<file path="src/rtl/socPkg.sv">
`default_nettype none

package socPkg;

    // bus geometry
    localparam int dataWidth   = 32;
    localparam int addrWidth   = 16;

    localparam int ramWords    = 1024;  // depth in 32-bit words

    localparam int irqLines    = 16;
    localparam int irqNumWidth = 4;

    // region codes, address[15:12]
    localparam logic [3:0] regionRam   = 4'd0;
    localparam logic [3:0] regionTimer = 4'd1;
    localparam logic [3:0] regionIrq   = 4'd2;

    // timer word offsets, address[4:2]
    localparam logic [2:0] timerCtrlReg    = 3'd0;  // bit 0 / bit 1 enable
    localparam logic [2:0] timerReload0Reg = 3'd1;
    localparam logic [2:0] timerReload1Reg = 3'd2;
    localparam logic [2:0] timerCount0Reg  = 3'd3;  // read only
    localparam logic [2:0] timerCount1Reg  = 3'd4;  // read only

    // interrupt controller word offsets
    localparam logic [2:0] irqMaskReg    = 3'd0;    // 1 enables a line
    localparam logic [2:0] irqPendingReg = 3'd1;    // read only

    typedef struct packed {
        logic                 read;
        logic                 write;
        logic [3:0]           bwe;
        logic [addrWidth-1:0] address;
        logic [dataWidth-1:0] writeData;
    } busReq_t;

    typedef struct packed {
        logic                 readValid;
        logic [dataWidth-1:0] readData;
    } busRsp_t;

endpackage

`default_nettype wire

</file>
<file path="src/rtl/interruptController.sv">
`timescale 1ns/1ps
`default_nettype none

module interruptController (
    input  logic                             clk,
    input  logic                             rstN,

    input  socPkg::busReq_t                  req,
    output socPkg::busRsp_t                  rsp,

    input  logic  [socPkg::irqLines-1:0]     triggerInterrupt,
    input  logic                             interruptAcknowledge,
    input  logic  [socPkg::irqNumWidth-1:0]  ackNumber,
    output logic                             interruptRequest,
    output logic  [socPkg::irqNumWidth-1:0]  interruptNumber
    );


    typedef enum logic [1:0] {idleState, requestState, recoverState} state_t;

    state_t                           state;
    logic  [socPkg::irqLines-1:0]     pending;
    logic  [socPkg::irqLines-1:0]     mask;
    logic  [socPkg::irqLines-1:0]     active;
    logic  [socPkg::irqLines-1:0]     clearMask;
    logic  [socPkg::irqNumWidth-1:0]  nextNumber;
    logic                             ackMatch;
    logic  [2:0]                      regIndex;
    logic  [socPkg::dataWidth-1:0]    readData;
    logic                             readValid;


    assign regIndex         = req.address[4:2];
    assign active           = pending & mask;
    assign interruptRequest = (state == requestState);
    assign ackMatch         = interruptRequest && interruptAcknowledge &&
                              (ackNumber == interruptNumber);   // wrong number ignored


    // lowest line wins
    always_comb begin
        nextNumber = '0;
        for (int i = socPkg::irqLines - 1; i >= 0; i--) begin
            if (active[i]) begin
                nextNumber = i[socPkg::irqNumWidth-1:0];
            end
        end
    end

    always_comb begin
        clearMask = '0;
        if (ackMatch) begin
            clearMask[interruptNumber] = 1'b1;
        end
    end


    always_ff @(posedge clk or negedge rstN) begin
        if (!rstN) begin
            state           <= idleState;
            pending         <= '0;
            mask            <= '0;
            interruptNumber <= '0;
        end else begin
            pending <= (pending & ~clearMask) | triggerInterrupt;  // new trigger beats clear

            if (req.write && regIndex == socPkg::irqMaskReg) begin
                mask <= req.writeData[socPkg::irqLines-1:0];
            end

            case (state)
                idleState: begin
                    if (|active) begin
                        state           <= requestState;
                        interruptNumber <= nextNumber;
                    end
                end
                requestState: begin
                    if (ackMatch) begin
                        state <= recoverState;
                    end
                end
                default: state <= idleState;   // one quiet cycle
            endcase
        end
    end


    always_ff @(posedge clk) begin
        if (req.read) begin
            case (regIndex)
                socPkg::irqMaskReg:
                    readData <= {{(socPkg::dataWidth-socPkg::irqLines){1'b0}}, mask};
                socPkg::irqPendingReg:
                    readData <= {{(socPkg::dataWidth-socPkg::irqLines){1'b0}}, pending};
                default:
                    readData <= '0;
            endcase
        end
    end

    always_ff @(posedge clk or negedge rstN) begin
        if (!rstN) begin
            readValid <= 1'b0;
        end else begin
            readValid <= req.read;
        end
    end

    assign rsp.readValid = readValid;
    assign rsp.readData  = readData;


    numberHeld: assert property (@(posedge clk) disable iff (!rstN)
        interruptRequest |=> !interruptRequest || $stable(interruptNumber));


endmodule

`default_nettype wire

</file>
<file path="config.mk">
export PLATFORM = sky130hd
export DESIGN_NAME = interruptController
export DESIGN_NICKNAME = d
export VERILOG_FILES = /design/src/rtl/socPkg.sv /design/src/rtl/interruptController.sv
export SDC_FILE = /design/constraint.sdc
export NUM_CORES = 1
export LEC_CHECK = 0
export BUFFER_PORTS_ARGS = -buffer_cell sky130_fd_sc_hd__clkbuf_2
export CELL_PAD_IN_SITES_DETAIL_PLACEMENT = 1
export CELL_PAD_IN_SITES_GLOBAL_PLACEMENT = 2
export CORE_MARGIN = 1.5
export CORE_UTILIZATION = 29
export CTS_CLUSTER_DIAMETER = 150
export DETAILED_ROUTE_END_ITERATION = 10
export HOLD_SLACK_MARGIN = 0.12
export MAX_ROUTING_LAYER = met4
export PLACE_DENSITY_LB_ADDON = 0.1
export SLEW_MARGIN = 40
export SYNTH_ARGS = -nofsm -noshare
export SYNTH_HDL_FRONTEND = slang
export SYNTH_SLANG_ARGS = --single-unit
</file>
<file path="constraint.sdc">
create_clock -name clk -period 1.85 [get_ports clk]
set_input_delay 0.4625 -clock clk [delete_from_list [all_inputs] [get_ports clk]]
set_output_delay 0.4625 -clock clk [all_outputs]
set_load 0.01 [all_outputs]
</file>
After elaboration in Yosys (flattened, before gate mapping)
Cells that the tools add are included.
{"block": "classes", "n_eq_ne": 5, "mux": 23, "n_reduce_logical": 9, "n_bitwise": 4, "order_cmp": 2}
{"operator": "$mux W4", "n": 16}
{"operator": "$and A16 B16 Y16", "n": 2}
{"operator": "$pmux W16 S2", "n": 1}
{"operator": "$mux W16", "n": 1}
{"operator": "$not A16 Y16", "n": 1}
{"operator": "$or A16 B16 Y16", "n": 1}
{"operator": "$reduce_or A16 Y1", "n": 1}
{"operator": "$lt A4 B5 Y1 const B", "n": 1}
{"operator": "$demux W1 S4", "n": 1}
{"operator": "$eq A4 B4 Y1", "n": 1}
{"operator": "$ge A4 B1 Y1 const B", "n": 1}
{"operator": "$logic_and A1 B1 Y1", "n": 4}
{"operator": "$mux W2", "n": 2}
{"operator": "$pmux W2 S2", "n": 1}
{"operator": "$reduce_and A2 Y1", "n": 2}
{"operator": "$eq A3 B1 Y1 const B", "n": 1}
{"operator": "$logic_not A3 Y1", "n": 1}
{"operator": "$eq A2 B1 Y1 const B", "n": 1}
{"operator": "$logic_not A2 Y1", "n": 1}
{"operator": "$ne A2 B1 Y1 const B", "n": 1}
{"operator": "$ne A2 B2 Y1 const B", "n": 1}
{"operator": "$mux W1", "n": 1}
{"block": "totals", "elab_cells": 49, "in_bits": 77, "out_inout_bits": 38, "regBits": 71}

Logic depth before layout (Yosys ltp)
Gate-level depths: netlist of run 1.
{"block": "depth", "ltp_word": 17, "ltp_mapped": 7, "depth_no_buf": 6}

Least setup slack after synthesis of run 1
OpenSTA, ideal clock, no wires.
{"block": "synth_path", "kind": "input to register", "start": "input req[35] (netlist name)", "end": "register mask[10] (netlist name)", "cell_stages": 5, "path_buffers": 2, "setup_slack_ps": 220, "required_time_ps": 1722, "arrival_time_ps": 1503, "path_cell_list": "nor3_4 > and2_1 > buf_4 > buf_4 > mux2_1"}
{"block": "synth_between", "elab_chain_cells": 2}
{"item": "start: declaration", "line_no": "interruptController.sv:8", "source": "input socPkg::busReq_t req,"}
{"item": "$logic_not A3 Y1", "line_no": "interruptController.sv:67", "source": "if (req.write && regIndex == socPkg::irqMaskReg) begin"}
{"item": "$logic_and A1 B1 Y1", "line_no": "interruptController.sv:67"}
{"item": "end signal: assignment", "line_no": "interruptController.sv:68", "source": "mask <= req.writeData[socPkg::irqLines-1:0];"}
{"item": "end: declaration", "line_no": "interruptController.sv:23", "source": "logic [socPkg::irqLines-1:0] mask;"}
Every way passes these cells.
A chain may end at the register's enable or synchronous reset.

Final worst setup path of run 1
{"block": "layout_path", "start": "register mask[14] (netlist name)", "end": "register interruptNumber[0] (netlist name)"}
{"block": "layout_between", "elab_chain_cells": 16}
{"item": "$and A16 B16 Y16 *", "line_no": "interruptController.sv:34", "source": "assign active = pending & mask;"}
{"item": "$mux W4 (15 in series)", "line_no": "interruptController.sv:44", "source": "if (active[i]) begin"}
{"item": "end signal: assignment", "line_no": "interruptController.sv:75", "source": "interruptNumber <= nextNumber;"}
{"item": "end: declaration", "line_no": "interruptController.sv:15", "source": "output logic [socPkg::irqNumWidth-1:0] interruptNumber"}
Every way passes the cells marked *; elsewhere a longest branch is shown, timed or not.

==> results of run 1 <==
per-layer routing:
layer	up-vias	wire [microns]
met5	-	0
met4	0	91
met3	9	246
met2	54	3090
met1	954	3370
li1	962	-
what timing repair did:
action	CTS	global route
gates resized for setup	0	1
endpoints found under the setup margin	0	1
endpoints found under the hold margin	12	0
hold buffers	1	0
setup buffers	0	0
cells by family after synthesis:
logic type             Yosys count  synth area share [%]
AND/OR/NAND/NOR                 71                  13.9
flip-flops                      55                  54.3
AO/OA/AOI/OAI                   52                  15.7
buffers and inverters           25                  6.25
multiplexers                    19                  8.40
XOR/XNOR                         4                  1.31
other                            1                 0.140
path summary, 6_finish.rpt:
path	end	slack, ns
min in group asynchronous	readValid	0.64
worst max register to register	interruptNumber[0]	0.1
worst max-delay path	interruptNumber[0]	0.1
worst min-delay path	mask[15]	0.35
worst min register to register	mask[11]	0.53
max in group asynchronous	pending[0]	0.70
area by class of cell:
type | count | area (sq um)
Clock inverter | 3 | 20.0
Inverter | 2 | 7.51
Timing Repair Buffer | 87 | 518
Clock buffer | 5 | 68.8
Tap cell | 108 | 135
Sequential cell | 55 | 1460
Fill cell | 1035 | 5520
Multi-Input combinational cell | 162 | 1120
flip-flops by register name, summed over array words and instances (netlist names):
signal           cells
mask                16
state                2
pending             16
readData            16
readValid            1
interruptNumber      4
layout by cell type, fill, tap and decap left out, types with 2 or more instances in the layout:
cell type	instances
a22oi_4	3
nand3_1	7
and2_1	4
mux2_1	16
nor3_1	5
conb_1	16
a22o_1	16
mux2_4	3
nand2_1	13
clkbuf_8	5
and3_1	2
edfxtp_1	16
dfrtp_1	39
o211ai_1	2
nor3_2	2
a22oi_1	4
buf_4	19
xor2_1	3
a21oi_1	18
clkinvlp_4	2
nor2_1	29
buf_12	2
clkbuf_2	65
nand2b_1	3
metrics by stage:
step | hold WS (ns) | cell area (sq um) | setup slack (ns)
floorplan | 0.167 | 2740 | 0.220
global placement | 0.462 | 3220 | 0.0216
detailed placement | 0.462 | 3230 | 0.112
CTS | 0.349 | 3330 | 0.0804
global route | 0.352 | 3330 | 0.00958
finish | 0.355 | 3330 | 0.0996
synth_stat cells, types with 3 or more instances:
| library cell | n |
|---|---|
| edfxtp_1 | 16 |
| a22oi_4 | 3 |
| nor2_1 | 29 |
| a22oi_1 | 4 |
| nand2b_1 | 3 |
| mux2_4 | 3 |
| nor3_1 | 5 |
| mux2_1 | 16 |
| and2_1 | 4 |
| dfrtp_1 | 39 |
| a22o_1 | 16 |
| buf_4 | 19 |
| a21oi_1 | 18 |
| nand2_1 | 13 |
| nand3_1 | 7 |
| xor2_1 | 3 |
power by group through the flow:
stage | registers [W] | logic [W] | clock network [W]
5_1_grt | 0.00157 | 0.00110 | 0.000751
3_5_place_dp | 0.00158 | 0.00101 | 0
6_report | 0.00155 | 0.000997 | 0.000682
2_1_floorplan | 0.00159 | 0.000593 | 0
4_1_cts | 0.00155 | 0.00102 | 0.000721
3_3_place_gp | 0.00157 | 0.00101 | 0
==> flow_summary.yaml, run 1 <==
critical_path:
  crit_start: "mask[14]"
  crit_required_ns: 2.06
  cp_slowest_stage_delay_ns: 0.43
  critical_path_class: "flop to flop"
  crit_cells: 4
  rr_startpoint: "mask[14]"
  cp_slowest_cell: "dfrtp_1"
  crit_path_max_fanout: 5
  ff2ff_path_depth: 4
  critPathCaptureType: "flop"
  path_cells: "a22oi_1, nand3_1, o31ai_4, mux2_4"
  startpoint_type: "flop"
  crit_buf_inv: 0
  crit_arrival_ns: 1.96
  critical_path.top_delay_family: "compound AO/OA/AOI/OAI gates"
grt:
  use_met1_pct: 20.4
  use_met2_pct: 23.6
  grt_max_degree: 24
  grt_util_met3_pct: 2.32
  grtUsageTotal_pct: 15.1
  antenna_found_initial: 0
  grt_pass1_vias: 2088
  gr-total-overflow: 0
  top_usage_layer: "met2"
  grt_pass1_wl_microns: 11000
cells_and_area:
  final_nets: 390
  utilization_pct: 37.6
  syn_to_final_growth_pct: 24.0
  diodes: 0
  fin_cells: 422
  layout-drive-gt1-share_pct: 35.0
placement:
  dp_hpwl_microns: 5430
  portBuffers: 65
  gp_congestion: 0.760
  placedCellCount: 413
die:
  coreArea_sq_um: 8850
  dieArea_sq_um: 9830
  initial_core_util_pct: 30.3
  die_x_microns: 99.2
  pin_count: 115
  die_height_microns: 99.2
  placementRows: 34
clock_network:
  cts_tree: "built"
  clk_path_buf_depth: 2
  htree_levels: 2
  clk_latency_ns: 0.31
  cts_root_buffer: "clkbuf_8"
  cts_sinks: 55
  clkTransAtPathRegs_ns: 0.10
  cts_buffers: 5
min_path:
  holdPathStages: 2
  hold_class: "input port to flop"
  hp-start: "req[15]"
sta:
  post-route-min-period_ns: 1.75
  finalClockSkew_ns: 0.00410
  min_period_over_period_pct: 94.6
  relSlewSlack_pct: 54.8
  rsz0062_at_grt: "false"
  hold_violations: 0
  fmax_mhz: 571
  report.final.slew_viol_count: 0
  finalSetupTns_ns: 0
  setup_viol: 0
  worstMarginPinSlew_ns: 0.678
logic_synthesis:
  synth-async-reset-ratio_pct: 70.9
  syn_inst: 227
  syn_area_per_cell_sq_um: 11.8
  ys_ff_latch: 55
  ys_seq_area_share_pct: 54.3
  synth_top_area_cell: "dfrtp_1"
  synth-edff-count: 16
  netlist_area_sq_um: 2680
  synth.distinct_cells: 40
  synthFlopType: "dfrtp_1"
  synth_warnings: 0
  ys_top_cells_by_area: "dfrtp_1 (36%), edfxtp_1 (18%), mux2_1 (6.7%)"
  synth.top_cell.area_share_pct: 36.4
power:
  cellPowerDensity_nw_per_um2: 970
  combPwrFrac_pct: 30.9
  p_leak_nw: 1.48
  p_switching_w: 0.00109
  p_seq_share_pct: 48.0
  total_power_w: 0.00323
  pwr-share-clk_pct: 21.1
  peakVddDrop_mv: 0.451
  p_sw_share_pct: 33.7
  intPower_w: 0.00214
flow_run:
  drv_cap: 0
routing:
  viasPerCell: 4.69
  routed_wl_microns: 6800
  drt_iter0_drc: 47
  ant_nets: 0
  num_vias: 1979
  drt_pre_antenna_iters: 4
  detail_route.wl_per_cell_microns: 16.1
  drc_errors: 0
run_status:
  outcome: "finished, final reports clean"
No activity file was read; power rests on OpenSTA's default activity.
==> run 2: changes to the inputs <==
--- a/config.mk
+++ b/config.mk
@@ -5,11 +5,12 @@
 export SDC_FILE = /design/constraint.sdc
 export NUM_CORES = 1
 export LEC_CHECK = 0
+export ABC_AREA = 1
 export BUFFER_PORTS_ARGS = -buffer_cell sky130_fd_sc_hd__clkbuf_2
 export CELL_PAD_IN_SITES_DETAIL_PLACEMENT = 1
 export CELL_PAD_IN_SITES_GLOBAL_PLACEMENT = 2
-export CORE_MARGIN = 1.5
-export CORE_UTILIZATION = 29
+export CORE_MARGIN = 2
+export CORE_UTILIZATION = 27
 export CTS_CLUSTER_DIAMETER = 150
 export DETAILED_ROUTE_END_ITERATION = 10
 export HOLD_SLACK_MARGIN = 0.12
==> run 2 against run 1 <==
  * Synthesized area decreased by 1.8%
  * Largest cell class unchanged
  * Critical path depth is 6 higher
  * Sequential cell count did not move
  * Highest routed layer unchanged
  * Synthesized cell count up 21%
  * First-iteration DRC count is 26% lower
  * Via count increased by 2.3%
  * Sequential share of layout area is 1.9 points higher
==> flow_summary.yaml, run 2 <==
run_status:
  outcome: "finished, final reports clean"
critical_path:
  startpoint_type: "flop"
  path_cells: "nand2_1, nand2_1, nor2_1, nand2_1, nor4_2, nor2_1, inv_1, a21oi_1, nand2_1, nand2_1"
  ff2ff_path_depth: 10
  cp_slowest_cell: "dfrtp_1"
  cp_slowest_stage_delay_ns: 0.41
  crit_arrival_ns: 1.80
  crit_path_frequent_cell: "nand2_1"
  crit_path_max_fanout: 5
  critPathCaptureType: "flop"
  crit_required_ns: 2.07
  critical_path_class: "flop to flop"
logic_synthesis:
  yosysMostFrequentCell: "nand2_1"
  synth_warnings: 0
  ys_seq_area_share_pct: 55.3
  syn_area_per_cell_sq_um: 9.57
  syn_inst: 275
  synthFlopType: "dfrtp_1"
  synth-edff-count: 16
  netlist_area_sq_um: 2630
  ys_ff_latch: 55
  synth_top_area_cell: "dfrtp_1"
  ys_top_cells_by_area: "dfrtp_1 (37%), edfxtp_1 (18%), nand2_1 (10%)"
  synth-async-reset-ratio_pct: 70.9
  synth.distinct_cells: 28
  synth.top_cell.area_share_pct: 37.1
  ys_top_cells_by_count: "nand2_1 (70), dfrtp_1 (39), inv_1 (30), nor2_1 (29), buf_4 (17)"
grt:
  gr-total-overflow: 0
  grt_max_degree: 40
  grt_pass1_vias: 2055
  grt_pass1_wl_microns: 10300
  grtUsageTotal_pct: 13.4
  antenna_found_initial: 0
placement:
  dp_hpwl_microns: 5110
  place_area_sq_um: 3090
  portBuffers: 65
  gp_congestion: 0.750
sta:
  worstMarginPinSlew_ns: 0.533
  hold_violations: 0
  relSlewSlack_pct: 64.5
  setup_viol: 0
  holdWs_ns: 0.189
  report.final.slew_viol_count: 0
  fmax_mhz: 633
  rsz0062_at_grt: "false"
  min_period_over_period_pct: 85.5
  finalClockSkew_ns: 0.0100
  finalSetupTns_ns: 0
  post-route-min-period_ns: 1.58
routing:
  ant_nets: 0
  routed_wl_microns: 6580
  detail_route.wl_per_cell_microns: 13.6
  drc_errors: 0
  viasPerCell: 4.18
  num_vias: 2025
  drt_iter0_drc: 35
  drt_pre_antenna_iters: 4
clock_network:
  cts_buffers: 5
  cts_sinks: 55
  clk_latency_ns: 0.32
  htree_levels: 2
  clk_path_buf_depth: 2
  hold_buffers: 0
  cts_resized: 0
  cts_tree: "built"
  cts_root_buffer: "clkbuf_8"
  post_cts_buffers: 0
  clkTransAtPathRegs_ns: 0.11
cells_and_area:
  syn_to_final_growth_pct: 21.2
  postLayoutCellArea_sq_um: 3190
  layout_commonest_cell: "nand2_1"
  nFillCells: 1180
  final_nets: 427
  layout_common_cells: "nand2_1 (70), clkbuf_2 (65), dfrtp_1 (39), inv_1 (30), nor2_1 (29)"
  diodes: 0
  layout-drive-gt1-share_pct: 29.6
  reg_top3: "mask: 16 flops, pending: 16 flops, readData: 16 flops"
power:
  cellPowerDensity_nw_per_um2: 966
  total_power_w: 0.00308
  peakVddDrop_mv: 0.383
  p_leak_nw: 1.65
die:
  pin_count: 115
  dieArea_sq_um: 10600
  die_height_microns: 103
  placementRows: 36
  die_x_microns: 103
  coreArea_sq_um: 9640
  initial_core_util_pct: 27.3
min_path:
  hold_class: "input port to asynchronous set/reset pin"
flow_run:
  drv_cap: 0
==> run 2: changes by cell type after synthesis, moves of 5 or more <==
cell / previous run / this run
nor3_1: 5 / 0
o21ai_0: 1 / 14
o21bai_1: 0 / 14
a21oi_1: 18 / 3
nand2_1: 13 / 70
inv_1: 1 / 30
a22o_1: 16 / 0
mux2_1: 16 / 0
mux2_2: 0 / 14
==> run 2: worst paths after layout <==
kind	start	end	slack, ns
max	mask[6]	interruptNumber[0]	0.27
min	rstN	readValid	0.19
max reg2reg	mask[6]	interruptNumber[0]	0.27
min reg2reg	mask[13]	mask[13]	0.54
max in group asynchronous	rstN	state[0]	1.28
min in group clk	triggerInterrupt[11]	pending[11]	0.32
==> run 2: cell type report <==
cell class | count | area, sq um | area share (%)
timing repair buffer | 73 | 385 | 12.1
tap | 133 | 166 | 5.22
clock buffer | 5 | 68.8 | 2.16
sequential | 55 | 1460 | 45.7
clock inverter | 3 | 20.0 | 0.628
inverter | 31 | 118 | 3.69
multi-input combinational | 184 | 975 | 30.6
==> run 2: critical path: cells and delay by family, from the launching register on <==
kind	cells	cell delay, ns
and+or+nand+nor	8	0.86
AOI/OAI and AO/OA	1	0.06
DFF	1	0.41
buffers and inverters	1	0.16
==> run 2: power by group <==
part	total (W)	leakage [nW]	switching (W)	internal, W
logic	0.000888	1.03	0.000549	0.000339
clock network	0.000688	0.0402	0.000423	0.000265
registers	0.00151	0.580	0.0000953	0.00141
total	0.00308	1.65	0.00107	0.00201
==> run 2: routing by layer <==
layer,part of all wire [%],up-vias,global-route usage [%]
li1,-,1004,-
met1,49,966,17.9
met5,0,-,-
met3,3.8,4,2.51
met2,46,51,21.1
met4,0.87,0,3.64
==> run 2: per-stage QoR <==
step / instances / worst slack (ns) / utilization, %
finish: 484 / 0.269 / 33.1
detailed placement: 476 / 0.195 / 32.1
global placement: 476 / 0.190 / 32.1
CTS: 484 / 0.171 / 33.0
global route: 484 / 0.0257 / 33.1
floorplan: 290 / 0.417 / -
==> run 2: cells by family (layout without fill, tap and decap cells) <==
| logic type | Yosys count | after routing | synth area share (%) |
|---|---|---|---|
| mux | 14 | 14 | 5.99 |
| flops | 55 | 55 | 55.3 |
| other cells | 1 | 16 | 0.142 |
| xor+xnor | 3 | 3 | 0.998 |
| simple gates | 112 | 112 | 18.0 |
| compound gates | 39 | 39 | 9.51 |
| buf+inv | 51 | 112 | 10.0 |
==> run 3: changes to the inputs <==
--- a/config.mk
+++ b/config.mk
@@ -6,7 +6,7 @@
 export NUM_CORES = 1
 export LEC_CHECK = 0
 export ABC_AREA = 1
-export BUFFER_PORTS_ARGS = -buffer_cell sky130_fd_sc_hd__clkbuf_2
+export BUFFER_PORTS_ARGS = -buffer_cell sky130_fd_sc_hd__buf_2
 export CELL_PAD_IN_SITES_DETAIL_PLACEMENT = 1
 export CELL_PAD_IN_SITES_GLOBAL_PLACEMENT = 2
 export CORE_MARGIN = 2
==> constraint.sdc (replaced) <==
create_clock -name clk -period 1.85 [get_ports clk]
set_input_delay 0 -clock clk [delete_from_list [all_inputs] [get_ports clk]]
set_output_delay 0 -clock clk [all_outputs]
set_load 0.01 [all_outputs]
==> run 3 against run 2 <==
  * Die area is the same
  * Clock skew grew 0.0057 ns
  * Sequential power is essentially flat
  * Final cell count grew 7.0%
  * Sequential share of layout area shrank 4.3 points
  * Critical path depth is the same
  * Sequential cell count is the same
==> flow_summary.yaml, run 3 (synthesis gave the netlist of run 2 again) <==
run_status:
  outcome: "finished, final reports clean"
min_path:
  hold_class: "input port to flop"
  hp-start: "req[36]"
  min_to: "readData[11]"
  holdPathStages: 4
sta:
  post-route-min-period_ns: 1.56
  worstMarginPinSlew_ns: 0.540
  relSlewSlack_pct: 64.0
  finalSetupTns_ns: 0
  report.final.slew_viol_count: 0
  fmax_mhz: 641
  setup_viol: 0
  finalClockSkew_ns: 0.0157
  rsz0062_at_grt: "false"
  fin_ws_ns: 0.289
  hold_violations: 0
  holdWs_ns: 0.145
  min_period_over_period_pct: 84.4
power:
  pwr-share-clk_pct: 21.3
  p_leak_nw: 1.78
  peakVddDrop_mv: 0.403
  p_seq_share_pct: 48.5
  intPower_w: 0.00207
  combPwrFrac_pct: 30.2
  total_power_w: 0.00311
  p_switching_w: 0.00104
  p_sw_share_pct: 33.6
  cellPowerDensity_nw_per_um2: 883
critical_path:
  r2r_slack_ns: 0.29
  rr_startpoint: "mask[6]"
  critPathCaptureType: "flop"
  ff2ff_path_depth: 10
  path_cells: "nand2_1, nand2_1, nor2_2, nand2_1, nor4_1, nor2_1, inv_2, a21oi_1, nand2_1, nand2_1"
  cp_slowest_cell: "dfrtp_1"
  cp_slowest_stage_delay_ns: 0.41
  crit_path_frequent_cell: "nand2_1"
  crit_required_ns: 2.06
  crit_path_max_fanout: 5
  crit_arrival_ns: 1.77
  startpoint_type: "flop"
  worstReg2RegEnd: "interruptNumber[0]"
  critical_path_class: "flop to flop"
cells_and_area:
  layout_commonest_cell: "nand2_1"
  nFillCells: 1170
  reg_top3: "mask: 16 flops, pending: 16 flops, readData: 16 flops"
  diodes: 0
  multiInputGateArea_sq_um: 971
  layout_common_cells: "nand2_1 (70), buf_2 (65), dfrtp_1 (39), dlygate4sd3_1 (36), inv_1 (29)"
  regArea_sq_um: 1460
  layout-drive-gt1-share_pct: 26.2
  final_nets: 461
  syn_to_final_growth_pct: 33.8
clock_network:
  clk_path_buf_depth: 2
  post_cts_buffers: 0
  cts_root_buffer: "clkbuf_8"
  clk_latency_ns: 0.31
  cts_tree: "built"
  cts_buffers: 5
  cts_sinks: 55
  htree_levels: 2
  clkTransAtPathRegs_ns: 0.11
grt:
  grt_max_degree: 40
  grt_util_met3_pct: 2.24
  grt_pass1_wl_microns: 11000
  use_met1_pct: 19.1
  grtUsageTotal_pct: 14.2
  grt_pass1_vias: 2239
  antenna_found_initial: 0
  gr-total-overflow: 0
  use_met2_pct: 22.9
  top_usage_layer: "met2"
placement:
  portBuffers: 65
  gp_congestion: 0.733
  post-place-ws_ns: 0.203
  dp_hpwl_microns: 5060
die:
  die_x_microns: 103
  dieArea_sq_um: 10600
  initial_core_util_pct: 27.3
  pin_count: 115
  coreArea_sq_um: 9640
  placementRows: 36
  die_height_microns: 103
routing:
  drc_errors: 0
  drt_pre_antenna_iters: 4
  num_vias: 2176
  routed_wl_microns: 6950
  detail_route.wl_per_cell_microns: 13.4
  viasPerCell: 4.20
  ant_nets: 0
  drt_iter0_drc: 27
flow_run:
  drv_cap: 0
## run 3: changes by cell type in the layout (fill, tap and decap cells not counted), sizes merged
cell and delta:
clkinvlp -2, clkbuf -63, buf +63, dlygate4sd3 +36
## run 3: metrics by stage
| step | std cells | instance area [sq um] | utilization [%] |
|---|---|---|---|
| 5_1_grt | 518 | 3520 | 36.6 |
| 6_report | 518 | 3520 | 36.6 |
| 3_3_place_gp | 474 | 3080 | 31.9 |
| 2_1_floorplan | 290 | 2690 | - |
| 3_5_place_dp | 474 | 3080 | 31.9 |
| 4_1_cts | 518 | 3520 | 36.5 |
## run 3: final cells by class
class | instances | area share [%]
well taps | 133 | 4.72
clock buffers | 7 | 2.17
multi-input cells | 184 | 27.6
repair buffers | 107 | 20.7
inverters | 31 | 3.34
clock inverters | 1 | 0.142
flip-flops and latches | 55 | 41.3
## run 3: how the worst max path moves through the flow
stage,start,to,slack [ns],cells past startpoint
2_1_floorplan,interruptNumber[0],pending[10],0.42,7
3_3_place_gp,mask[6],interruptNumber[0],0.19,10
3_5_place_dp,mask[6],interruptNumber[0],0.20,10
4_1_cts,mask[6],interruptNumber[0],0.18,10
5_1_grt,mask[6],interruptNumber[0],0.03,10
6_report,mask[6],interruptNumber[0],0.29,10
## run 3: layer usage
metal / wire (microns) / vias up
met4: 49 / 0
li1: - / 1068
met3: 218 / 2
met5: 0 / -
met1: 3380 / 1057
met2: 3310 / 49
## run 3: worst max-delay path: cells and delay by family, from the launching register on
family | cells | cell delay, ns
AOI/OAI and AO/OA | 1 | 0.05
and+or+nand+nor | 8 | 0.91
DFF | 1 | 0.41
buffers and inverters | 1 | 0.11
## run 3: power groups by stage
stage                     logic [W]  clock network (W)  registers, W
after floorplan            0.000493                  0       0.00158
after global placement     0.000887                  0       0.00153
after detailed placement   0.000896                  0       0.00154
after CTS                  0.000960           0.000695       0.00151
after global routing        0.00107           0.000737       0.00154
final                      0.000938           0.000663       0.00151
## run 3: timing repair
| action | in CTS | in global routing |
|---|---|---|
| endpoints found under the hold margin | 75 | 0 |
| setup endpoints to repair | 0 | 2 |
| hold buffers | 36 | 0 |
| gates resized for setup | 0 | 2 |
